[config.mk]
export PLATFORM = sky130hd
export DESIGN_NAME = ifm_lane_mux
export DESIGN_NICKNAME = d
export VERILOG_FILES = /design/src/logic/ifm_buffer_pkg.sv /design/src/logic/ifm_lane_mux.sv
export VERILOG_INCLUDE_DIRS = /design/src /design/src/logic
export SDC_FILE = /design/constraint.sdc
export NUM_CORES = 1
export LEC_CHECK = 0
export BUFFER_PORTS_ARGS = -buffer_cell sky130_fd_sc_hd__buf_2
export CORE_AREA = 2 2 560 562
export CTS_CLUSTER_SIZE = 24
export DETAILED_ROUTE_END_ITERATION = 10
export DIE_AREA = 0 0 562 564
export HOLD_SLACK_MARGIN = 0.02
export SYNTH_ARGS = -nofsm -noshare
export SYNTH_HDL_FRONTEND = slang
export SYNTH_SLANG_ARGS = --single-unit
[constraint.sdc]
create_clock -name clk -period 3.8 [get_ports clk]
set_input_delay 0.19 -clock clk [delete_from_list [all_inputs] [get_ports clk]]
set_output_delay 0.19 -clock clk [all_outputs]
set_load 0.01 [all_outputs]
[src/logic/ifm_buffer_macros.svh]
`ifndef IFM_BUFFER_MACROS_SVH
`define IFM_BUFFER_MACROS_SVH

// Word and map geometry.
`define IFM_DATA_WIDTH 32
`define IFM_SIZE 5
`define IFM_MAP_WORDS (`IFM_SIZE * `IFM_SIZE)
`define IFM_ADDR_WIDTH 5

// Map count and grouping.
`define IFM_NUM_MAPS 16
`define IFM_LANES 3

// Last group holds one real map.
`define IFM_NUM_GROUPS 6
`define IFM_GROUP_WIDTH 3

`endif

[src/logic/ifm_buffer_pkg.sv]
package ifm_buffer_pkg;

	`include "ifm_buffer_macros.svh"

	// One feature map word.
	typedef logic [`IFM_DATA_WIDTH-1:0] data_t;

	// Word address inside one 5x5 map.
	typedef logic [`IFM_ADDR_WIDTH-1:0] addr_t;

	// Index of a three-lane group.
	typedef logic [`IFM_GROUP_WIDTH-1:0] group_t;

	// Three lanes side by side, lane 0 in the low word.
	typedef data_t [`IFM_LANES-1:0] lane_data_t;

	// One output side of every group.
	typedef lane_data_t [`IFM_NUM_GROUPS-1:0] group_data_t;

endpackage

[src/logic/ifm_lane_mux.sv]
`timescale 1ns/10ps

module ifm_lane_mux
	import ifm_buffer_pkg::*;
(
	input  logic        clk,
	input  logic        rst,
	input  group_t      write_group,
	input  group_t      read_group,
	input  group_data_t group_a_data,
	input  group_data_t group_b_data,
	output lane_data_t  prev_rd_data,
	output lane_data_t  next_rd_a_data,
	output lane_data_t  next_rd_b_data
);

	// Groups seen at the edge that loaded the RAM outputs.
	group_t write_group_q;
	group_t read_group_q;

	always_ff @(posedge clk)
	begin
		if (rst)
		begin
			write_group_q <= '0;
			read_group_q  <= '0;
		end
		else
		begin
			write_group_q <= write_group;
			read_group_q  <= read_group;
		end
	end

	// Previous layer reads back its own group on port B.
	assign prev_rd_data = group_b_data[write_group_q];

	// Next layer sees the group before it on both ports.
	assign next_rd_a_data = group_a_data[read_group_q];
	assign next_rd_b_data = group_b_data[read_group_q];

endmodule

# Yosys cells after proc, flatten, opt, wreduce, memory -nomap -nowiden

Index checks and enable logic that the tools add are counted.
W data, S select, Z words.

Flip-flop bits (word level): 6
Bits of input ports: 1160
Output and inout bits: 288
Logic and storage cells: 10

Magnitude comparators: 2
Muxes and demuxes: 6

Operators by type and width:

| operator             | number |
|---|---|
| $bmux W96 S3         | 3 |
| $mux W96             | 3 |
| $lt A3 B4 Y1 const B | 2 |

# Longest topological paths before layout

Word-level depth: 2
Depth in mapped cells: 6
Gate-level depth less buffers: 3

# Least setup slack after synthesis

No wires, ideal clock.

Path type: reg-to-output
Start point: register read_group_q[0]
End point: output next_rd_a_data[37] (netlist name)
Arrival time: 1.258 ns
Required time: 3.610 ns
Setup slack: 2.352 ns
Cell stages (with the launch flop): 7
Buffers on the path: 3
Cell sequence: dfxtp_1 -> buf_6 -> buf_6 -> buf_6 -> mux2_4 -> nand2_1 -> o221ai_1

RTL lines:

| item                   | line               | RTL |
|---|---|---|
| start, declared        | ifm_lane_mux.sv:19 | `group_t read_group_q;` |
| start signal, assigned | ifm_lane_mux.sv:31 | `read_group_q <= read_group;` |
| end, declared          | ifm_lane_mux.sv:13 | `output lane_data_t next_rd_a_data,` |

==> impl_summary.log <==
INFO  metric outcome = finished clean
INFO  metric place.detailed.instances = 7173
INFO  metric wl = 282100 um
INFO  metric design.core.area = 310900 um2
INFO  metric largest_family_of_logic_cells_by_synthesized_area = multiplexers
INFO  metric synth-compound-area-share = 21.96%
INFO  metric worst_hold_path_type = input pin to register
INFO  metric drt-vias-per-instance = 3.264
INFO  metric post_synth_num_cell_types = 18
INFO  metric setup_viol_count_final = 0
INFO  metric cts_htree_levels = 1
INFO  metric rsz0062_at_grt = false
INFO  metric vias_in_the_first_global_route = 22100
INFO  metric postCtsSetupBuffers = 0
INFO  metric number_of_antenna_violations_at_the_first_check_in_global_routing = 415
INFO  metric postSynthAreaPerCell = 9.398 um2
INFO  metric cts_repair_resize_count = 0
INFO  metric detail_route.drc_violations = 0
INFO  metric power.density_cell_area = 170.3 nW/um2
INFO  metric std_cell_rows = 205
INFO  metric setup_crit_end_kind = output port
INFO  metric worst_path_dominant_cell_family = multiplexers
INFO  metric worst-endpoint-arrival = 3.30 ns
INFO  metric grt_start_max_net_pins = 63
INFO  metric synth-xor-area-share = 0%
INFO  metric synthesis.area = 15510 um2
INFO  metric post_synth_mux_area_share = 61.63%
INFO  metric timing.setup.critical_path_class = register to output port
INFO  metric critical_path_peak_fanout = 14
INFO  metric path_clk_slew = 0.04 ns
INFO  metric slew_limit_fails = 0
INFO  metric yosys_warnings = 0
INFO  metric synthesized_netlist_cell_count = 1650
INFO  metric place.port_buffers = 1447
INFO  metric worst_slew_pin_slew = 1.293 ns
INFO  metric synth_top_cell_area_share = 37.18%
INFO  metric synth.largest_area_cell = mux2i_1
INFO  metric clock_tree.root_cell = clkbuf_16
INFO  metric critical_path.slowest_cell = mux2i_1
INFO  metric fin_ws = 0.3081 ns
INFO  metric dieHeight = 564 um
INFO  metric initial_utilization = 4.988%
INFO  metric post-dp-hpwl = 259800 um
INFO  metric routedWlPerCell = 38.35 um
INFO  metric crit_path_cell_chain = buf_4, mux2i_1, o221ai_1, buf_2
INFO  metric total_negative_slack_for_setup_checks = 0 ns
INFO  metric dr_total_vias = 24000
INFO  metric ys_seq_area_share = 0.7746%
INFO  metric synth_area_leaders = mux2i_1 37%, mux2_4 14%, o221ai_2 14%, mux2_2 9.3%, o221ai_1 8.3%
INFO  metric stdcell_count = 7354
INFO  metric max_clock_freq = 0.2864 GHz
INFO  metric synth_simple_gate_area_share = 7.440%
INFO  metric fp.dieArea = 317000 um2
INFO  metric cp_num_buf_inv = 2
INFO  metric timing.final.crit_period = 3.492 ns
INFO  metric total_count_of_hold_check_failures_in_the_final_report = 0
INFO  metric clock_tree_from_tritoncts = yes
INFO  metric numClockSinks = 6
INFO  metric clockBufferDepth = 2
INFO  metric cts-buffers-inserted = 3
INFO  metric detail-route-antenna-nets = 0
INFO  metric syn_nets = 2810
INFO  metric critical_path_required = 3.61 ns
INFO  metric gr-usage-all-layers = 16.82%
INFO  metric drive_above_1_share = 66.32%
INFO  metric detailedPlace.worstSlack = 0.3482 ns
INFO  metric die_x = 562 um
INFO  metric power_leakage = 11.83 nW
INFO  metric grt_overflow_total = 0
INFO  metric slew-limit-headroom = 11.33%
INFO  metric cp-start-kind = register
INFO  metric boundaryPins = 1448
INFO  metric drtIter0Drc = 2280
INFO  metric post_synth_fa_ha_maj_area_fraction = 0%
INFO  metric period_share = 91.89%
INFO  metric gpl.final_weighted_congestion = 1.155
INFO  metric ir_drop = 145.3 uV
INFO  metric critPathMaxStageDelay = 1.09 ns
INFO  metric layout.nets = 4198
INFO  metric flow.area_growth_from_synthesis = 84.56%
INFO  metric ctsHoldBuffers = 0
INFO  metric number_of_detailed_routing_iterations_run_before_antenna_repair = 6
INFO  metric yosys_register_bits = 6
INFO  metric drv.max_cap_violation_count = 0
INFO  metric wire_length_of_the_first_global_routing_pass = 327000 um
==> cells by family (layout without fill, tap and decap cells) <==
group	count (synthesis)	after routing
DFF	6	6
other	0	177
muxes	864	864
AOI/OAI and AO/OA	288	288
and+or+nand+nor	300	300
buffers and inverters	192	1579
==> stage by stage <==
step	total power [mW]	util, %	cell area [um2]	hold slack (ns)
finish	4.875	9.206	28620	0.1882
detailed placement	4.739	9.038	28100	0.4255
CTS	4.933	9.063	28180	0.1901
global route	5.084	9.143	28420	0.1904
floorplan	1.891	-	15510	0.2616
global placement	4.731	9.019	28040	0.4275
==> synthesized netlist by cell type (all sizes together) <==
library cell,n
buf,169
clkbuf,23
dfxtp,6
mux2,288
mux2i,576
nand2,288
nand2b,4
nor2,2
nor2b,6
o221ai,288
==> cells in the final DEF (no fill, tap or decap) <==
cell type	instances
dfxtp_4	3
mux2i_1	565
mux2_1	14
buf_6	4
o221ai_2	142
mux2i_2	11
clkbuf_1	1
mux2_4	146
buf_12	29
dfxtp_1	3
clkbuf_16	3
diode_2	177
buf_2	1447
o221ai_1	146
nand2_1	288
buf_4	95
mux2_2	128
nor2_4	2
nor2b_1	6
nand2b_4	4
==> registers in the layout (all words and copies together) (netlist names) <==
signal / cells
read_group_q: 3
write_group_q: 3
==> metal layers <==
layer | wire, um | part of all wire, % | track usage, % | up-vias
met2 | 130000 | 46 | 28.16 | 2153
met4 | 18030 | 6.4 | 8.406 | 166
met3 | 33540 | 12 | 8.145 | 872
met5 | 1072 | 0.38 | 0.02976 | -
li1 | - | - | - | 9549
met1 | 99450 | 35 | 17.48 | 11260
==> final cells by class <==
cell class / count / area [um2]
Antenna cell: 177 / 442.9
Clock buffer: 4 / 78.83
Fill cell: 36530 / 282300
Multi-Input combinational cell: 1452 / 14200
Sequential cell: 6 / 131.4
Tap cell: 4140 / 5180
Timing Repair Buffer: 1575 / 8581
==> path summary, 6_finish.rpt <==
kind	start	endpoint	slack (ns)	cells past startpoint
setup / recovery	read_group_q[0]	next_rd_a_data[18]	0.31	4
hold / removal	write_group[0]	write_group_q[0]	0.19	2
==> power breakdown <==
group	internal, mW	switching (mW)
logic	1.68	2.93
registers	0.0660	0.0257
clock network	0.140	0.0406
total	1.88	2.99
(Power assumes the default switching activity.)
