===== config.mk =====
export PLATFORM = sky130hd
export DESIGN_NAME = ifm_port_router
export DESIGN_NICKNAME = d
export VERILOG_FILES = /design/src/logic/ifm_buffer_pkg.sv /design/src/logic/ifm_port_router.sv
export VERILOG_INCLUDE_DIRS = /design/src /design/src/logic
export SDC_FILE = /design/constraint.sdc
export NUM_CORES = 1
export LEC_CHECK = 0
export BUFFER_PORTS_ARGS = -buffer_cell sky130_fd_sc_hd__buf_2
export CORE_UTILIZATION = 31
export DETAILED_ROUTE_END_ITERATION = 12
export PLACE_DENSITY = 0.72
export SYNTH_ARGS = -nofsm -noshare
export SYNTH_HDL_FRONTEND = slang
export SYNTH_SLANG_ARGS = --single-unit
export TNS_END_PERCENT = 100

===== constraint.sdc =====
create_clock -name vclk -period 2.2
set_input_delay 0.55 -clock vclk [all_inputs]
set_output_delay 0.55 -clock vclk [all_outputs]
set_load 0.005 [all_outputs]

===== src/logic/ifm_buffer_macros.svh =====
`ifndef IFM_BUFFER_MACROS_SVH
`define IFM_BUFFER_MACROS_SVH

// Word and map geometry.
`define IFM_DATA_WIDTH 32
`define IFM_SIZE 5
`define IFM_MAP_WORDS (`IFM_SIZE * `IFM_SIZE)
`define IFM_ADDR_WIDTH 5

// Map count and grouping.
`define IFM_NUM_MAPS 16
`define IFM_LANES 3

// Last group holds one real map.
`define IFM_NUM_GROUPS 6
`define IFM_GROUP_WIDTH 3

`endif


===== src/logic/ifm_buffer_pkg.sv =====
package ifm_buffer_pkg;

	`include "ifm_buffer_macros.svh"

	// One feature map word.
	typedef logic [`IFM_DATA_WIDTH-1:0] data_t;

	// Word address inside one 5x5 map.
	typedef logic [`IFM_ADDR_WIDTH-1:0] addr_t;

	// Index of a three-lane group.
	typedef logic [`IFM_GROUP_WIDTH-1:0] group_t;

	// Three lanes side by side, lane 0 in the low word.
	typedef data_t [`IFM_LANES-1:0] lane_data_t;

	// One output side of every group.
	typedef lane_data_t [`IFM_NUM_GROUPS-1:0] group_data_t;

endpackage


===== src/logic/ifm_port_router.sv =====
`timescale 1ns/10ps

`include "ifm_buffer_macros.svh"

module ifm_port_router
	import ifm_buffer_pkg::*;
(
	input  group_t                      write_group,
	input  group_t                      read_group,
	input  logic                        wr_en,
	input  addr_t                       wr_addr,
	input  logic                        prev_rd_en,
	input  addr_t                       prev_rd_addr,
	input  logic                        next_rd_a_en,
	input  addr_t                       next_rd_a_addr,
	input  logic                        next_rd_b_en,
	input  addr_t                       next_rd_b_addr,
	output logic [`IFM_NUM_GROUPS-1:0]  port_a_we,
	output logic [`IFM_NUM_GROUPS-1:0]  port_a_re,
	output logic [`IFM_NUM_GROUPS-1:0]  port_b_re,
	output addr_t [`IFM_NUM_GROUPS-1:0] port_a_addr,
	output addr_t [`IFM_NUM_GROUPS-1:0] port_b_addr
);

	// One-hot group hits.
	logic [`IFM_NUM_GROUPS-1:0] wr_hit;
	logic [`IFM_NUM_GROUPS-1:0] rd_hit;

	for (genvar g = 0; g < `IFM_NUM_GROUPS; g++)
	begin : g_group
		assign wr_hit[g] = (write_group == group_t'(g));
		assign rd_hit[g] = (read_group == group_t'(g));

		// Port A writes for the previous layer, reads for next layer A.
		assign port_a_we[g] = wr_hit[g] & wr_en;
		assign port_a_re[g] = rd_hit[g] & next_rd_a_en;

		// Port B is read-only, shared by read-back and next layer B.
		assign port_b_re[g] = (wr_hit[g] & prev_rd_en) | (rd_hit[g] & next_rd_b_en);

		always_comb
		begin
			if (wr_hit[g])
			begin
				port_a_addr[g] = wr_addr;
				port_b_addr[g] = prev_rd_addr;
			end
			else if (rd_hit[g])
			begin
				port_a_addr[g] = next_rd_a_addr;
				port_b_addr[g] = next_rd_b_addr;
			end
			else
			begin
				// Idle groups see a quiet bus.
				port_a_addr[g] = '0;
				port_b_addr[g] = '0;
			end
		end
	end

endmodule


# --- Yosys cells after proc, flatten, opt, wreduce, memory -nomap -nowiden ---
# Index checks and enable logic that the tools add are counted.
# W data, S select, Z words.
word_totals:
  register_bits: 0
  in_bits: 30
  rom_bits: 0
  ram_bits: 0
  word_cells: 66
  mem_count: 0
  latch_bits: 0
  out_inout_bits: 78
classes:
  bitwise_logic: 30
  muxes: 24
  n_eq_ne: 10
  n_mul: 0
  n_shift: 0
  div: 0
  addsub: 0
  order_cmp: 0
  reduce_logical: 2
ops:
  columns: ["op", "n"]
  rows:
  - ["$mux W5", 24]
  - ["$and A1 B1 Y1", 24]
  - ["$eq A3 B2 Y1 const B", 4]
  - ["$eq A3 B3 Y1 const B", 4]
  - ["$eq A3 B1 Y1 const B", 2]
  - ["$logic_not A3 Y1", 2]
  - ["$or A1 B1 Y1", 6]

# --- Longest topological paths before layout ---
# Gate-level depths: netlist (run 1).
logic_depth:
  ltp_word: 3
  depth_mapped: 5
  mapped_depth_nobuf: 2

# --- Worst setup path before layout (run 1) ---
# OpenSTA, ideal clock, no wires.
synth_path:
  path_kind: "input-to-output"
  start: "input port write_group[1]"
  end: "output port port_a_addr[22] (netlist name)"
  t_required_ns: 1.650
  path_buffers: 2
  slack_ns: 0.270
  cell_stages: 4
  arrival_ns: 1.380
  path_cell_list: "buf_4 > clkbuf_2 > or4bb_1 > o31ai_1"
synth_lines:
  columns: ["item", "line_no", "source"]
  rows:
  - ["from (decl)", "ifm_port_router.sv:8", "input group_t write_group,"]
  - ["to (decl)", "ifm_port_router.sv:21", "output addr_t [`IFM_NUM_GROUPS-1:0] port_a_addr,"]

==> impl_metrics.json, run 1 <==
{
  "status": "complete, no violations",
  "grt_max_degree": 31,
  "synth-adder-area-share": 0,
  "seq_area_frac_synth": 0,
  "fin_tns_setup_ps": 0,
  "rows": 25,
  "die_w_um": 73.06,
  "dp_hpwl_mm": 4.844,
  "vias": 2240,
  "path_max_fanout": 10,
  "synth_compound_area_frac": 0.3237,
  "cp_top_family": "simple AND/OR/NAND/NOR gates",
  "finalHoldViolations": 0,
  "crit_buf_inv": 3,
  "period_share": 0.9839,
  "regArea_um2": 0,
  "routabilityCongestion": 0.8139,
  "ant_nets": 0,
  "antennaDiodeCount": 0,
  "grt-ovfl-total": 0,
  "layout-drive-gt1-share": 0.4660,
  "whs_ps": 1436,
  "drt_iter0_markers": 132,
  "synth_top_cell_by_area": "o31ai_1",
  "setup_viol": 0,
  "hold_class": "in -> out",
  "power_density_nw_per_um2": 165.9,
  "placed_cells": 376,
  "yosysMostFrequentCell": "o31ai_1",
  "die_y_um": 73.06,
  "crit_arrival_ps": 1610,
  "critPathCaptureType": "output pin",
  "synth_top_family_by_area": "simple AND/OR/NAND/NOR gates",
  "synth_mux_area_frac": 0,
  "slew_headroom": 0.7671,
  "synth.top_cell.area_share": 0.2878,
  "cts_hold_buf": 0,
  "routed_wl_mm": 6.448,
  "syn_avg_cell_area_um2": 7.489,
  "grt_pass1_vias": 1878,
  "portBuffers": 108,
  "synthTopCellsByCount": "o31ai_1 (60), nand4bb_1 (27), nand4b_1 (20)",
  "antenna_found_initial": 0,
  "io_pins": 108,
  "clkbuf_count": 0,
  "power.switching_w": 0.0002072,
  "synth_cells": 209,
  "leakage_nw": 1.071,
  "grt_use_total": 0.2234,
  "combPwrFrac": 1.000,
  "p_int_w": 0.0001791,
  "fmax_mhz": 462.0,
  "drv_cap": 0,
  "worst_path_largest_cell_delay_ps": 530,
  "nNetsFinal": 341,
  "worst_slew_pin_slew_ps": 349.3,
  "finalNonFillerCells": 376,
  "grt_first_pass_wirelength_mm": 9.722,
  "synth_area_um2": 1565,
  "crit_type": "in -> out",
  "drcViolationCount": 0,
  "yosys.area_share.simple": 0.5540,
  "avgViaCountPerCell": 5.957,
  "synthToLayoutAreaGrowth_pct": 48.76,
  "die-area_um2": 5337,
  "required_ps": 1650,
  "gr-usage-met3": 0.01243,
  "synth_xor_area_frac": 0,
  "gr-usage-met1": 0.3556,
  "post_cts_resized": 1,
  "cts_setup_buffers": 0,
  "crit_slowest_cell": "or4b_4",
  "synth_area_leaders": "o31ai_1 (29%), nand4bb_1 (19%), nand4b_1 (11%)",
  "synth.net_count": 239,
  "synth_warnings": 0,
  "drt-pass1-iter-count": 4,
  "floorplan.initialDensity": 0.3271,
  "startpoint_type": "primary input",
  "routedWlPerCell_um": 17.15,
  "top_usage_layer": "met1",
  "worstPathCellList": "buf_4 -> buf_12 -> or4b_4 -> o31ai_2 -> buf_2",
  "seqPwrFrac": 0,
  "fin_crit_ps": 2164,
  "sw_frac_of_total": 0.5363,
  "core_area_um2": 4786,
  "total_power_w": 0.0003863,
  "n_sequential_cell": 0,
  "slew_violations": 0,
  "clkPwrFrac": 0,
  "max-vdd-ir-drop_uv": 53.07,
  "met2_usage": 0.3272,
  "synth_cell_types": 23
}
==> path summary, 6_finish.rpt <==
path                            from        endpoint  slack (ps)  depth (start not counted)
worst max-delay path  write_group[2]  port_a_addr[1]          40                          5
worst min-delay path           wr_en    port_a_we[4]        1440                          3
==> cells by family (layout without fill, tap and decap cells) <==
family	after synthesis	count (layout)
buf+inv	38	138
simple gates	105	105
compound gates	66	66
==> placed cells by master (no fill, tap or decap), types with 2 or more instances in the layout <==
master / instances
o2bb2ai_1: 3
and2_1: 6
nor2_1: 6
a32o_1: 3
buf_4: 22
or4bb_1: 3
nand2b_1: 13
or4b_1: 9
nand4bb_1: 27
buf_2: 106
buf_6: 2
buf_12: 6
inv_1: 2
o31ai_1: 56
nand2_1: 12
nor3b_2: 2
o31ai_2: 4
nand4b_1: 20
==> stage by stage <==
| step | worst slack [ps] | util | cell area [µm²] |
|---|---|---|---|
| 3_3_place_gp | 3.591 | 0.4787 | 2291 |
| 3_5_place_dp | -2.281 | 0.4787 | 2291 |
| 2_1_floorplan | 269.8 | - | 1565 |
| 5_1_grt | -4.024 | 0.4865 | 2328 |
| 6_report | 35.51 | 0.4865 | 2328 |
| 4_1_cts | 11.94 | 0.4792 | 2293 |
==> final cells by class <==
type                            instances  area (µm²)
Fill cell                             489        2457
Multi-Input combinational cell        171        1399
Timing Repair Buffer                  136       838.3
Tap cell                               67       83.83
Inverter                                2       7.507
==> power by group through the flow <==
stage               clock [W]  sequential, W  combinational [W]
finish                      0              0           0.000386
global route                0              0           0.000416
CTS                         0              0           0.000376
detailed placement          0              0           0.000373
global placement            0              0           0.000367
floorplan                   0              0           0.000197
==> routing by layer <==
metal,wire length [µm],share of wire,up-vias
met4,92,0.014,0
met5,0,0,-
met3,424,0.066,12
met2,2945,0.46,118
met1,2985,0.46,1046
li1,-,-,1064
No activity file was read; power rests on OpenSTA's default activity.
==> run 2, diff against run 1 <==
--- a/config.mk
+++ b/config.mk
@@ -6,10 +6,11 @@
 export SDC_FILE = /design/constraint.sdc
 export NUM_CORES = 1
 export LEC_CHECK = 0
+export ABC_AREA = 1
 export BUFFER_PORTS_ARGS = -buffer_cell sky130_fd_sc_hd__buf_2
 export CORE_UTILIZATION = 31
 export DETAILED_ROUTE_END_ITERATION = 12
-export PLACE_DENSITY = 0.72
+export PLACE_DENSITY = 0.78
 export SYNTH_ARGS = -nofsm -noshare
 export SYNTH_HDL_FRONTEND = slang
 export SYNTH_SLANG_ARGS = --single-unit
==> impl_metrics.json, run 2 <==
{
  "synth.top_cell.area_share": 0.3543,
  "drt_iter0_markers": 167,
  "grt_pass1_vias": 1777,
  "synth_area_um2": 1155,
  "leakage_nw": 1.239,
  "slew_violations": 0,
  "seq_area_frac_synth": 0,
  "grt_max_degree": 15,
  "slew_headroom": 0.6929,
  "synth-adder-area-share": 0,
  "path_max_fanout": 12,
  "nFillCells": 387,
  "layout_commonest_cell": "nand2_1",
  "fmax_mhz": 484.4,
  "synth.net_count": 282,
  "finalHoldViolations": 0,
  "yosys.area_share.simple": 0.8277,
  "cts_hold_buf": 0,
  "hold_class": "in -> out",
  "multiInputGateArea_um2": 996.0,
  "power_density_nw_per_um2": 161.5,
  "die_y_um": 63.04,
  "synth_top_family_by_area": "simple AND/OR/NAND/NOR gates",
  "vias": 2119,
  "syn_avg_cell_area_um2": 4.583,
  "max-vdd-ir-drop_uv": 68.58,
  "synth_xor_area_frac": 0,
  "total_power_w": 0.0002859,
  "floorplan.initialDensity": 0.3355,
  "setup_viol": 0,
  "rows": 21,
  "die-area_um2": 3973,
  "n_sequential_cell": 0,
  "synth_compound_area_frac": 0.02600,
  "synth_mux_area_frac": 0,
  "routed_wl_mm": 5.107,
  "final_cell_mix": "nand2_1 (109), buf_2 (108), nand3_1 (62)",
  "avgViaCountPerCell": 5.245,
  "crit_type": "in -> out",
  "layout-drive-gt1-share": 0.3855,
  "grt_use_total": 0.2458,
  "portBuffers": 108,
  "ant_nets": 0,
  "dp_hpwl_mm": 4.135,
  "yosysMostFrequentCell": "nand2_1",
  "core_area_um2": 3442,
  "synthTopCellsByCount": "nand2_1 (109), nand3_1 (63), nand4_1 (20)",
  "synth_cells": 252,
  "critPathCaptureType": "output pin",
  "status": "complete, no violations",
  "drv_cap": 0,
  "synth_warnings": 0,
  "routabilityCongestion": 0.9273,
  "synth_area_leaders": "nand2_1 (35%), nand3_1 (27%), nand4_1 (11%)",
  "die_w_um": 63.04,
  "startpoint_type": "primary input",
  "period_share": 0.9385,
  "synth_cell_types": 15,
  "routedWlPerCell_um": 12.64,
  "antennaDiodeCount": 0,
  "synth_top_cell_by_area": "nand2_1",
  "clkbuf_count": 0,
  "crit_arrival_ps": 1510,
  "synthToLayoutAreaGrowth_pct": 53.30,
  "antenna_found_initial": 0,
  "required_ps": 1650,
  "drcViolationCount": 0,
  "worst_slew_pin_slew_ps": 459.3,
  "grt-ovfl-total": 0,
  "drt-pass1-iter-count": 5,
  "nNetsFinal": 390,
  "rsz0062_at_grt": "false",
  "io_pins": 108,
  "regArea_um2": 0,
  "fin_crit_ps": 2065,
  "fin_tns_setup_ps": 0,
  "grt_first_pass_wirelength_mm": 8.321
}
[run 2: cell types whose count changed in the layout (fill, tap and decap cells not counted), moves of 7 or more]
cell	delta
nand2_1	+97
nand3_1	+62
o31ai_1	-56
nand4bb_1	-27
nand4_1	+20
nand4b_1	-20
nand2b_1	-13
or4b_1	-9
inv_2	+7
[run 2: per-layer routing]
metal | vias to the layer above | part of all wire | GRT usage
met2 | 127 | 0.47 | 0.4046
met3 | 6 | 0.10 | 0.02007
met5 | - | 0 | 0
met4 | 0 | 0.0074 | 0.05523
li1 | 1054 | - | -
met1 | 932 | 0.42 | 0.3416
[run 2: logic make-up after synthesis]
family | Yosys count
AOI/OAI and AO/OA | 6
buffers and inverters | 32
and+or+nand+nor | 214
[run 2: worst max-delay path: stages]
cell and delay (ps):
buf_2 140, inv_2 80, nand3_1 330, nand3_1 230
nand2_1 60, buf_2 130
[run 2: layout make-up]
class | instances | share of cell area
Inverter | 13 | 0.02756
Multi-Input combinational cell | 220 | 0.5625
Tap cell | 46 | 0.03251
Timing Repair Buffer | 125 | 0.3774
[run 2: through the flow]
stage	cells	hold WS, ps	util	area, µm²	setup WS (ps)
after detailed placement	404	1386	0.5115	1760	81.75
after CTS	404	1388	0.5115	1760	78.11
after global routing	404	1426	0.5144	1770	36.87
after global placement	404	1383	0.5115	1760	101.9
after floorplan	252	1136	-	1155	489.7
final	404	1400	0.5144	1770	135.4
[run 2: path summary, 6_finish.rpt]
path / start / to / slack (ps) / cells after the start
setup / recovery: write_group[1] / port_b_addr[27] / 140 / 6
hold / removal: read_group[2] / port_a_re[0] / 1400 / 3
[run 2: what timing repair did]
item	in CTS	in global routing
endpoints found under the setup margin	0	5
buffers inserted	0	0
gates resized for setup	0	2
[run 2: power breakdown]
part           total [W]  leakage [nW]  internal, W  switching (W)
logic           0.000286          1.24     0.000111       0.000175
registers              0             0            0              0
clock network          0             0            0              0
