File: config.mk
export PLATFORM = sky130hd
export DESIGN_NAME = ifm_bank_ctrl
export DESIGN_NICKNAME = d
export VERILOG_FILES = /design/src/logic/ifm_buffer_pkg.sv /design/src/logic/ifm_bank_ctrl.sv
export VERILOG_INCLUDE_DIRS = /design/src /design/src/logic
export SDC_FILE = /design/constraint.sdc
export NUM_CORES = 1
export LEC_CHECK = 0
export BUFFER_PORTS_ARGS = -buffer_cell sky130_fd_sc_hd__buf_2
export CORE_AREA = 4 4 41 43
export DETAILED_ROUTE_END_ITERATION = 6
export DIE_AREA = 0 0 45 47
export SETUP_SLACK_MARGIN = 0.05
export SLEW_MARGIN = 20
export SYNTH_ARGS = -nofsm -noshare
export SYNTH_HDL_FRONTEND = slang
export SYNTH_SLANG_ARGS = --single-unit
File: constraint.sdc
create_clock -name clk -period 1.02 [get_ports clk]
set_input_delay 0.204 -clock clk [delete_from_list [all_inputs] [get_ports clk]]
set_output_delay 0.204 -clock clk [all_outputs]
set_load 0.01 [all_outputs]
File: src/logic/ifm_buffer_macros.svh
`ifndef IFM_BUFFER_MACROS_SVH
`define IFM_BUFFER_MACROS_SVH

// Word and map geometry.
`define IFM_DATA_WIDTH 32
`define IFM_SIZE 5
`define IFM_MAP_WORDS (`IFM_SIZE * `IFM_SIZE)
`define IFM_ADDR_WIDTH 5

// Map count and grouping.
`define IFM_NUM_MAPS 16
`define IFM_LANES 3

// Last group holds one real map.
`define IFM_NUM_GROUPS 6
`define IFM_GROUP_WIDTH 3

`endif

File: src/logic/ifm_buffer_pkg.sv
package ifm_buffer_pkg;

	`include "ifm_buffer_macros.svh"

	// One feature map word.
	typedef logic [`IFM_DATA_WIDTH-1:0] data_t;

	// Word address inside one 5x5 map.
	typedef logic [`IFM_ADDR_WIDTH-1:0] addr_t;

	// Index of a three-lane group.
	typedef logic [`IFM_GROUP_WIDTH-1:0] group_t;

	// Three lanes side by side, lane 0 in the low word.
	typedef data_t [`IFM_LANES-1:0] lane_data_t;

	// One output side of every group.
	typedef lane_data_t [`IFM_NUM_GROUPS-1:0] group_data_t;

endpackage

File: src/logic/ifm_bank_ctrl.sv
`timescale 1ns/10ps

`include "ifm_buffer_macros.svh"

module ifm_bank_ctrl
	import ifm_buffer_pkg::*;
(
	input  logic   clk,
	input  logic   rst,
	input  logic   swap,
	output group_t write_group,
	output group_t read_group
);

	// Next group index, wrapping after the last group.
	function automatic group_t next_group(input group_t cur);
		group_t nxt;
		if (cur == group_t'(`IFM_NUM_GROUPS - 1))
			nxt = '0;
		else
			nxt = cur + group_t'(1);
		return nxt;
	endfunction

	// Read group trails the write group by one.
	always_ff @(posedge clk)
	begin
		if (rst)
		begin
			write_group <= '0;
			read_group  <= group_t'(`IFM_NUM_GROUPS - 1);
		end
		else if (swap)
		begin
			write_group <= next_group(write_group);
			read_group  <= next_group(read_group);
		end
	end

endmodule

## Word level (Yosys, flattened, before mapping)

Index checks and enable logic that the tools add are counted.

- Bits in registers: 6
- Latch bits: 0
- Memory bits (writable): 0
- Bits in read-only memories: 0
- Output and inout port bits: 6
- Word-level logic and storage cells: 8
- Memories: 0

- Add/sub/neg operators: 2
- Multiply operators: 0
- Div/mod/pow operators: 0
- Magnitude comparators: 0
- Eq/ne operators: 2
- Shift operators: 0
- Multiplexer cells: 2
- Bitwise gates (word level): 0
- Reductions and logical operators: 0

Operator list:

| cell | number |
|---|---|
| $add 3x1->3 const B | 2 |
| $eq 3x3->1 const B | 2 |
| $mux 3 | 2 |

## Depth between registers and ports, before layout

Gate-level depths: netlist (run 1).

- Depth after elaboration: 2
- Gate-level depth with buffers: 3
- Mapped depth without buffers: 2

## Worst setup path after synthesis (run 1)

OpenSTA, ideal clock, no wires.

- Path type: register to register
- Start point: register read_group[2]
- End point: register read_group[2]
- Library setup time: 0.120 ns
- Arrival: 0.823 ns
- Slack: 0.078 ns
- Stages on the path, launching flop included: 3
- Buffers on the path: 0
- Cells stage by stage: dfxtp_1 > and4b_1 > a211o_1

- Longest elaborated chain between the ends: 2
- Elaborated cells on any way between the ends: 3

Ends and longest elaborated chain:

| item | line | text |
|---|---|---|
| start: declaration | ifm_bank_ctrl.sv:12 | `output group_t read_group` |
| start signal: assignment | ifm_bank_ctrl.sv:31 | `` read_group <= group_t'(`IFM_NUM_GROUPS - 1); `` |
| start signal: assignment | ifm_bank_ctrl.sv:36 | `read_group <= next_group(read_group);` |
| $add 3x1->3 or $eq 3x3->1 (tied branches) | ifm_bank_ctrl.sv:21, ifm_bank_ctrl.sv:18 |  |
| $mux 3 * | ifm_bank_ctrl.sv:18 | `` if (cur == group_t'(`IFM_NUM_GROUPS - 1)) `` |

Mark *: on every way between the ends. The rest lies on a longest branch, timed or not.
A chain may end at the register's enable or synchronous reset.

## Worst setup path in the final report (run 1)

- Start point: register write_group[0]
- End point: output write_group[0]

RTL lines:

| item | line | text |
|---|---|---|
| start: declaration | ifm_bank_ctrl.sv:11 | `output group_t write_group,` |
| start signal: assignment | ifm_bank_ctrl.sv:35 | `write_group <= next_group(write_group);` |

No word-level cell between the ends.

==> results.sh, run 1 <==
export IMPL_status="finished, final reports clean"
export IMPL_overflow=0
export IMPL_syn_cell_area_sq_um=256.5
export IMPL_hpwlAfterDp_microns=342.6
export IMPL_maxSlewViolCount=0
export IMPL_critPathArrivalTime_ns=0.73
export IMPL_viasPerCell=4.347
export IMPL_clockRootBuffer="clkbuf_4"
export IMPL_htreeDepth=1
export IMPL_place_congestion=0.6476
export IMPL_worst_path_largest_cell_delay_ns=0.37
export IMPL_synth_nets=26
export IMPL_rsz0062_at_grt="true"
export IMPL_min_path_type="in2reg"
export IMPL_fmax_mhz=1067
export IMPL_portBuffers=8
export IMPL_ys_seq_area_share_pct=46.83
export IMPL_finish_utilization_pct=26.54
export IMPL_core_rowCount=13
export IMPL_synth_area_leaders="dfxtp_1, a21bo_2, nand4bb_1, a21oi_1, buf_6"
export IMPL_place_area_sq_um=311.5
export IMPL_grt_pass1_vias=176
export IMPL_crit_chain="buf_2"
export IMPL_hold_viol=0
export IMPL_design_core_area_sq_um=1301
export IMPL_synthCells=23
export IMPL_required_ns=0.82
export IMPL_die_h_microns=47
export IMPL_cts_hold_buffers=0
export IMPL_cp_slowest_cell="dfxtp_4"
export IMPL_netlist_area_leader_share_pct=46.83
export IMPL_cts_sinks=6
export IMPL_tns_ns=0
export IMPL_drtAntennaViolNets=0
export IMPL_die_area_sq_um=2115
export IMPL_skew_ns=0.00007344
export IMPL_yosysWarnings=0
export IMPL_num_antenna_cells=0
export IMPL_yosysMostFrequentCell="dfxtp_1"
export IMPL_ys_flop_type="dfxtp_1"
export IMPL_grt_pass1_wl_microns=696
export IMPL_clkSlewWorstSetupHoldPaths_ns=0.04
export IMPL_maxCapViolations=0
export IMPL_crit_path_start_kind="register"
export IMPL_synth_common_cells="dfxtp_1, a21bo_2, a21oi_1"
export IMPL_drcViolationCount=0
export IMPL_fill_cells=144
export IMPL_clkLatencyLatePin_ns=0.23
export IMPL_crit_buf_inv=1
export IMPL_num_nets_final=39
export IMPL_cpLargestDelayFamily="flip-flops"
export IMPL_pin_count=9
export IMPL_syn_area_per_cell_sq_um=11.15
export IMPL_ir_worst_vdd_mv=0.7835
export IMPL_synth_cell_type_count=13
export IMPL_powerDensity_nw_per_um2=1588
export IMPL_drt_iter0_drc=8
export IMPL_grt_total_usage_pct=5.234
export IMPL_drive_gt1_share_pct=58.82
export IMPL_antenna_found_initial=0
export IMPL_cts_setup_buffers=0
export IMPL_power_leakage_nw=0.1476
export IMPL_p_total_uw=548.5
export IMPL_synth_largest_area_cell="dfxtp_1"
export IMPL_synth_edf_count=0
export IMPL_path_class="reg2out"
export IMPL_die_x_microns=45
export IMPL_ys_ff_latch=6
export IMPL_syn2layout_area_growth_pct=34.63
export IMPL_routedWlPerCell_microns=10.10
export IMPL_cp_end_kind="primary output"
export IMPL_fin_crit_ns=0.9372
export IMPL_route_final_wire_length_microns=495
export IMPL_finalCritPeriodShare_pct=91.88
export IMPL_drt_first_pass_iters=2
export IMPL_grt_max_degree=7
export IMPL_worst_slew_pin_slew_ns=0.1224
export IMPL_ys_async_sr_fraction_pct=0
export IMPL_initial_utilization_pct=19.71
export IMPL_relSlewSlack_pct=91.78
export IMPL_final_area_sq_um=345.3
export IMPL_cts_buffer_depth=2
export IMPL_tritoncts="yes"
export IMPL_critPathMaxFanout=6
export IMPL_num_vias=213
export IMPL_setup_violations=0
export IMPL_cts_buffers=3
-- area by class of cell --
type	instances	area (sq um)	area share (%)
clock buffers	3	22.52	6.522
multi-input cells	16	125.1	36.23
flip-flops and latches	6	131.4	38.04
well taps	15	18.77	5.435
repair buffers	9	47.55	13.77
-- placed cells by master (no fill, tap or decap), drive strengths merged --
master	count
a21oi	3
and4b	1
buf	9
a21bo	3
nand4b	1
dfxtp	6
a211o	1
or2	1
xnor2	1
nor2	1
clkbuf	3
nand4bb	2
a21o	1
nand2	1
-- sequential cells by signal, indices dropped and copies added (netlist names) --
signal	count
write_group	3
read_group	3
-- per-layer routing --
layer  share of wire [%]  global-route usage, %
met4                   0                  1.754
met3                  14                  5.747
met2                  40                  6.497
met5                   0                      0
met1                  46                  5.747
-- kinds of logic (layout without fill, tap and decap cells) --
kind of cell	Yosys count	in the layout	synth area share, %
AOI/OAI and AO/OA	8	8	23.90
DFF	6	6	46.83
xor gates and xnor gates	1	1	3.415
and+or+nand+nor	7	7	21.46
buffers and inverters	1	12	4.390
-- power by group --
group	internal [mW]	total (mW)	switching, mW	leakage, nW
clock network	0.132	0.209	0.0764	0.0138
logic	0.0374	0.0689	0.0315	0.0830
registers	0.254	0.271	0.0172	0.0508
-- per-stage QoR --
stage                     std cells  setup WS, ns  hold WS (ns)
after global placement           46        0.1158        0.4576
after floorplan                  23       0.07770        0.2731
final                            49       0.08279        0.1973
after CTS                        49       0.05421        0.2001
after global routing             49       0.04247        0.1969
after detailed placement         46        0.1080        0.4538
-- path summary, 6_finish.rpt --
check | start | to | slack (ns) | cells after the start
worst max-delay path | write_group[0]$_SDFFE_PP0P_ | write_group[0] | 0.08 | 1
worst min-delay path | rst | write_group[0]$_SDFFE_PP0P_ | 0.20 | 2
worst max register to register | read_group[2]$_SDFFE_PP1P_ | read_group[2]$_SDFFE_PP1P_ | 0.12 | 2
worst min register to register | read_group[2]$_SDFFE_PP1P_ | read_group[2]$_SDFFE_PP1P_ | 0.48 | 1
-- repair_timing --
action	CTS	global route
resized for setup	2	5
endpoints found under the setup margin	2	6
gates cloned	0	0
(Power assumes the default switching activity.)
==> run 2, diff against run 1 <==
--- a/config.mk
+++ b/config.mk
@@ -6,6 +6,7 @@
 export SDC_FILE = /design/constraint.sdc
 export NUM_CORES = 1
 export LEC_CHECK = 0
+export ABC_AREA = 1
 export BUFFER_PORTS_ARGS = -buffer_cell sky130_fd_sc_hd__buf_2
 export CORE_AREA = 4 4 41 43
 export DETAILED_ROUTE_END_ITERATION = 6
==> results.sh, run 2 <==
export IMPL_syn_area_per_cell_sq_um=6.638
export IMPL_antenna_found_initial=0
export IMPL_overflow=0
export IMPL_setup_violations=0
export IMPL_ys_seq_area_share_pct=50.26
export IMPL_layout_commonest_cell="nor2_1"
export IMPL_die_x_microns=45
export IMPL_ys_flop_type="dfxtp_1"
export IMPL_hold_viol=0
export IMPL_num_antenna_cells=0
export IMPL_design_core_area_sq_um=1301
export IMPL_route_final_wire_length_microns=516
export IMPL_grt_total_usage_pct=6.809
export IMPL_place_congestion=0.5980
export IMPL_clkLatencyLatePin_ns=0.25
export IMPL_tns_ns=0
export IMPL_cpLargestDelayFamily="flip-flops"
export IMPL_maxCapViolations=0
export IMPL_fmax_mhz=1080
export IMPL_finalCritPeriodShare_pct=90.75
export IMPL_clkSlewWorstSetupHoldPaths_ns=0.05
export IMPL_synth_largest_area_cell="dfxtp_1"
export IMPL_maxSlewViolCount=0
export IMPL_num_nets_final=52
export IMPL_dpl_worst_slack_ns=0.2669
export IMPL_status="finished, final reports clean"
export IMPL_num_vias=249
export IMPL_ys_ff_latch=6
export IMPL_drt_first_pass_iters=2
export IMPL_path_class="reg2out"
export IMPL_synth_edf_count=0
export IMPL_syn2layout_area_growth_pct=36.65
export IMPL_viasPerCell=4.016
export IMPL_routedWlPerCell_microns=8.323
export IMPL_cp_slowest_cell="dfxtp_2"
export IMPL_skew_ns=0.005633
export IMPL_netlist_area_leader_share_pct=50.26
export IMPL_powerDensity_nw_per_um2=1749
export IMPL_synth_nets=39
export IMPL_cts_sinks=6
export IMPL_relSlewSlack_pct=90.73
export IMPL_layout_common_cells="nor2_1, nand2_1, buf_2"
export IMPL_largestRegisters="read_group: 3 flops, write_group: 3 flops"
export IMPL_yosysWarnings=0
export IMPL_drcViolationCount=0
export IMPL_syn_cell_area_sq_um=239.0
export IMPL_fill_cells=163
export IMPL_required_ns=0.82
export IMPL_cts_buffers=3
export IMPL_grt_pass1_wl_microns=897
export IMPL_htreeDepth=1
export IMPL_synth_common_cells="nor2_1, nand2_1, dfxtp_1"
export IMPL_grt_max_degree=6
export IMPL_die_h_microns=47
export IMPL_core_rowCount=13
export IMPL_portBuffers=8
export IMPL_crit_path_start_kind="register"
export IMPL_min_path_type="in2reg"
export IMPL_crit_buf_inv=1
export IMPL_synth_area_leaders="dfxtp_1, nor2_1, nand2_1, inv_1, a21oi_1"
export IMPL_critPathArrivalTime_ns=0.72
export IMPL_cts_buffer_depth=2
export IMPL_pin_count=9
export IMPL_cts_hold_buffers=0
export IMPL_initial_utilization_pct=18.37
export IMPL_ir_worst_vdd_mv=0.5300
export IMPL_drtAntennaViolNets=0
export IMPL_clockRootBuffer="clkbuf_4"
export IMPL_critPathMaxFanout=4
export IMPL_setup_ws_ns=0.09435
export IMPL_worst_slew_pin_slew_ns=0.1387
export IMPL_crit_chain="buf_2"
export IMPL_drive_gt1_share_pct=36.17
export IMPL_cp_end_kind="primary output"
export IMPL_yosysMostFrequentCell="nor2_1"
export IMPL_drt_iter0_drc=3
export IMPL_worst_path_largest_cell_delay_ns=0.34
export IMPL_die_area_sq_um=2115
export IMPL_fin_crit_ns=0.9257
export IMPL_tritoncts="yes"
export IMPL_ys_async_sr_fraction_pct=0
export IMPL_synth_cell_type_count=7
export IMPL_synthCells=36
export IMPL_cts_setup_buffers=0
export IMPL_grt_pass1_vias=242
export IMPL_power_leakage_nw=0.1748
export IMPL_rsz0062_at_grt="false"
## run 2: changes by cell type after synthesis, sizes merged, moves of 2 or more
| cell | before | now |
|---|---|---|
| nor2 | 1 | 11 |
| a21bo | 3 | 0 |
| nand2 | 1 | 11 |
| nand4bb | 2 | 0 |
| inv | 0 | 5 |
## run 2: routing by layer
layer  vias to the layer above  global-route usage (%)  share of wire (%)
met5                         -                       0                  0
met4                         0                   10.53                6.8
met3                         5                   3.831                7.6
met2                         8                   9.887                 42
met1                       108                   5.263                 43
li1                        128                       -                  -
## run 2: metrics by stage
| stage | util, % | instances | area (sq um) | power, mW | hold WS [ns] |
|---|---|---|---|---|---|
| 2_1_floorplan | - | 36 | 239.0 | 0.3177 | 0.2924 |
| 3_3_place_gp | 22.88 | 59 | 297.8 | 0.3479 | 0.4092 |
| 3_5_place_dp | 22.88 | 59 | 297.8 | 0.3497 | 0.3995 |
| 4_1_cts | 24.71 | 62 | 321.6 | 0.5828 | 0.1405 |
| 5_1_grt | 25.10 | 62 | 326.6 | 0.6228 | 0.1833 |
| 6_report | 25.10 | 62 | 326.6 | 0.5711 | 0.1557 |
## run 2: kinds of logic (layout without fill, tap and decap cells)
family / count (synthesis) / count (layout) / share of synthesized area [%]
flops: 6 / 6 / 50.26
simple gates: 22 / 22 / 35.61
compound gates: 3 / 3 / 6.281
buf+inv: 5 / 16 / 7.854
## run 2: final timing paths
path	start	end	slack, ns	depth (start not counted)
min	rst	read_group[2]$_SDFFE_PP1P_	0.16	3
min reg2reg	read_group[2]$_SDFFE_PP1P_	read_group[2]$_SDFFE_PP1P_	0.49	2
max	read_group[2]$_SDFFE_PP1P_	read_group[2]	0.09	1
max reg2reg	read_group[0]$_SDFFE_PP1P_	read_group[2]$_SDFFE_PP1P_	0.26	3
## run 2: timing repair
item | CTS | global route
gates resized for setup | 1 | 4
setup endpoints to repair | 1 | 4
pin swaps | 0 | 0
## run 2: area by class of cell
cell class	count	area (sq um)	share of cell area, %
multi-input cells	25	100.1	30.65
clock buffers	3	22.52	6.897
repair buffers	8	40.04	12.26
well taps	15	18.77	5.747
inverters	5	18.77	5.747
flip-flops and latches	6	126.4	38.70
## run 2: where the power goes
part           switching (mW)  internal, mW  leakage, nW
logic                  0.0455        0.0312        0.110
registers              0.0138         0.257       0.0509
clock network          0.0904         0.133       0.0138
==> run 3, diff against run 2 <==
--- a/config.mk
+++ b/config.mk
@@ -8,9 +8,10 @@
 export LEC_CHECK = 0
 export ABC_AREA = 1
 export BUFFER_PORTS_ARGS = -buffer_cell sky130_fd_sc_hd__buf_2
-export CORE_AREA = 4 4 41 43
+export CORE_AREA = 2 2 39 41
 export DETAILED_ROUTE_END_ITERATION = 6
-export DIE_AREA = 0 0 45 47
+export DIE_AREA = 0 0 41 43
+export RECOVER_POWER = 100
 export SETUP_SLACK_MARGIN = 0.05
 export SLEW_MARGIN = 20
 export SYNTH_ARGS = -nofsm -noshare
==> results.sh, run 3 (synthesis gave the netlist of run 2 again) <==
export IMPL_status="finished, final reports clean"
export IMPL_worst_r2r_cell_count=3
export IMPL_num_vias=231
export IMPL_tns_ns=0
export IMPL_finalCritPeriodShare_pct=93.22
export IMPL_place_congestion=0.6752
export IMPL_maxSlewViolCount=0
export IMPL_die_h_microns=43
export IMPL_htreeDepth=1
export IMPL_rrSetupSlack_ns=0.26
export IMPL_routedWlPerCell_microns=7.603
export IMPL_num_nets_final=52
export IMPL_worst_slew_pin_slew_ns=0.1577
export IMPL_sequentialPowerShare_pct=47.3
export IMPL_p_int_uw=416.5
export IMPL_cts_buffers=3
export IMPL_power_leakage_nw=0.1656
export IMPL_clkSlewWorstSetupHoldPaths_ns=0.05
export IMPL_cts_sinks=6
export IMPL_r2r_end="read_group[2]$_SDFFE_PP1P_"
export IMPL_power_frac_clock_pct=39.8
export IMPL_holdPathStages=3
export IMPL_tritoncts="yes"
export IMPL_drive_gt1_share_pct=21.28
export IMPL_clkLatencyLatePin_ns=0.25
export IMPL_switching_share_pct=26.49
export IMPL_portBuffers=8
export IMPL_setup_ws_ns=0.06913
export IMPL_required_ns=0.82
export IMPL_die_x_microns=41
export IMPL_setup_violations=0
export IMPL_drt_iter0_drc=3
export IMPL_die_area_sq_um=1763
export IMPL_drcViolationCount=0
export IMPL_hp_start="rst"
export IMPL_hold_end="read_group[2]$_SDFFE_PP1P_"
export IMPL_critPathArrivalTime_ns=0.75
export IMPL_cts_setup_buffers=0
export IMPL_overflow=0
export IMPL_syn2layout_area_growth_pct=32.98
export IMPL_fmax_mhz=1052
export IMPL_maxCapViolations=0
export IMPL_cts_buffer_depth=2
export IMPL_dp_cells=60
export IMPL_layout_common_cells="nand2_1, nor2_1, inv_1, buf_2, dfxtp_1"
export IMPL_cp_slowest_cell="dfxtp_1"
export IMPL_viasPerCell=3.667
export IMPL_largestRegisters="read_group: 3 flops, write_group: 3 flops"
export IMPL_p_comb_share_pct=12.9
export IMPL_dpl_worst_slack_ns=0.2646
export IMPL_cp_end_kind="primary output"
export IMPL_grt_pass1_vias=196
export IMPL_p_sw_uw=150.1
export IMPL_hpwlAfterDp_microns=363.7
export IMPL_cts_resized=1
export IMPL_clockRootBuffer="clkbuf_4"
export IMPL_hold_viol=0
export IMPL_path_class="reg2out"
export IMPL_pin_count=9
export IMPL_cpLargestDelayFamily="flip-flops"
export IMPL_drtAntennaViolNets=0
export IMPL_num_antenna_cells=0
export IMPL_fin_crit_ns=0.9509
export IMPL_initial_utilization_pct=17.27
export IMPL_r2r_start="read_group[0]$_SDFFE_PP1P_"
export IMPL_cts_hold_buffers=0
export IMPL_min_path_type="in2reg"
export IMPL_skew_ns=0.0005415
export IMPL_core_rowCount=14
export IMPL_grt_max_degree=6
export IMPL_crit_buf_inv=1
export IMPL_critPathMaxFanout=3
export IMPL_design_core_area_sq_um=1384
export IMPL_powerDensity_nw_per_um2=1783
export IMPL_ir_worst_vdd_mv=0.4570
export IMPL_relSlewSlack_pct=89.48
export IMPL_worst_path_largest_cell_delay_ns=0.34
export IMPL_route_final_wire_length_microns=479
export IMPL_rsz0062_at_grt="false"
export IMPL_finalNonFillerCells=63
export IMPL_crit_chain="clkbuf_1"
export IMPL_crit_path_start_kind="register"
export IMPL_antenna_found_initial=0
export IMPL_drt_first_pass_iters=2
export IMPL_grt_total_usage_pct=7.236
export IMPL_grt_pass1_wl_microns=765
-- run 3: cell count changes in the layout (fill, tap and decap cells not counted), sizes merged --
cell,delta
buf,-3
clkbuf,+3
-- run 3: per-stage QoR --
| stage | hold slack [ns] | instance area (sq um) | util (%) | power [mW] |
|---|---|---|---|---|
| after floorplan | 0.2924 | 239.0 | - | 0.3177 |
| after global routing | 0.1612 | 317.8 | 22.97 | 0.6035 |
| after CTS | 0.1426 | 322.8 | 23.33 | 0.5815 |
| after detailed placement | 0.4040 | 299.0 | 21.61 | 0.3486 |
| final | 0.1520 | 317.8 | 22.97 | 0.5665 |
| after global placement | 0.3988 | 299.0 | 21.61 | 0.3470 |
-- run 3: routing by layer --
layer  GRT usage, %  wire (microns)  vias to the layer above
li1               -               -                      129
met4          10.00               0                        0
met1          8.387             209                       98
met3          3.141              34                        0
met2          7.813             236                        4
met5              0               0                        -
-- run 3: area by class of cell --
type / instances / area [sq um]
inverter: 5 / 18.77
clock buffer: 3 / 22.52
sequential: 6 / 122.6
fill: 163 / 1066
multi-input combinational: 25 / 97.59
timing repair buffer: 8 / 36.28
tap: 16 / 20.02
-- run 3: how the worst max path moves through the flow --
stage / from / endpoint / slack [ns] / cells after the start
after floorplan: read_group[0]$_SDFFE_PP1P_ / read_group[2]$_SDFFE_PP1P_ / 0.26 / 3
after global placement: read_group[0]$_SDFFE_PP1P_ / read_group[2]$_SDFFE_PP1P_ / 0.28 / 3
after detailed placement: read_group[0]$_SDFFE_PP1P_ / read_group[2]$_SDFFE_PP1P_ / 0.26 / 3
after CTS: read_group[2]$_SDFFE_PP1P_ / read_group[2] / 0.05 / 1
after global routing: read_group[0]$_SDFFE_PP1P_ / read_group[0] / 0.03 / 1
final: read_group[0]$_SDFFE_PP1P_ / read_group[0] / 0.07 / 1
-- run 3: power groups by stage --
stage / Combinational, mW / Sequential (mW) / Clock, mW
3_3_place_gp: 0.0748 / 0.272 / 0
3_5_place_dp: 0.0768 / 0.272 / 0
6_report: 0.0731 / 0.268 / 0.225
4_1_cts: 0.0772 / 0.268 / 0.236
2_1_floorplan: 0.0380 / 0.280 / 0
5_1_grt: 0.0821 / 0.271 / 0.251
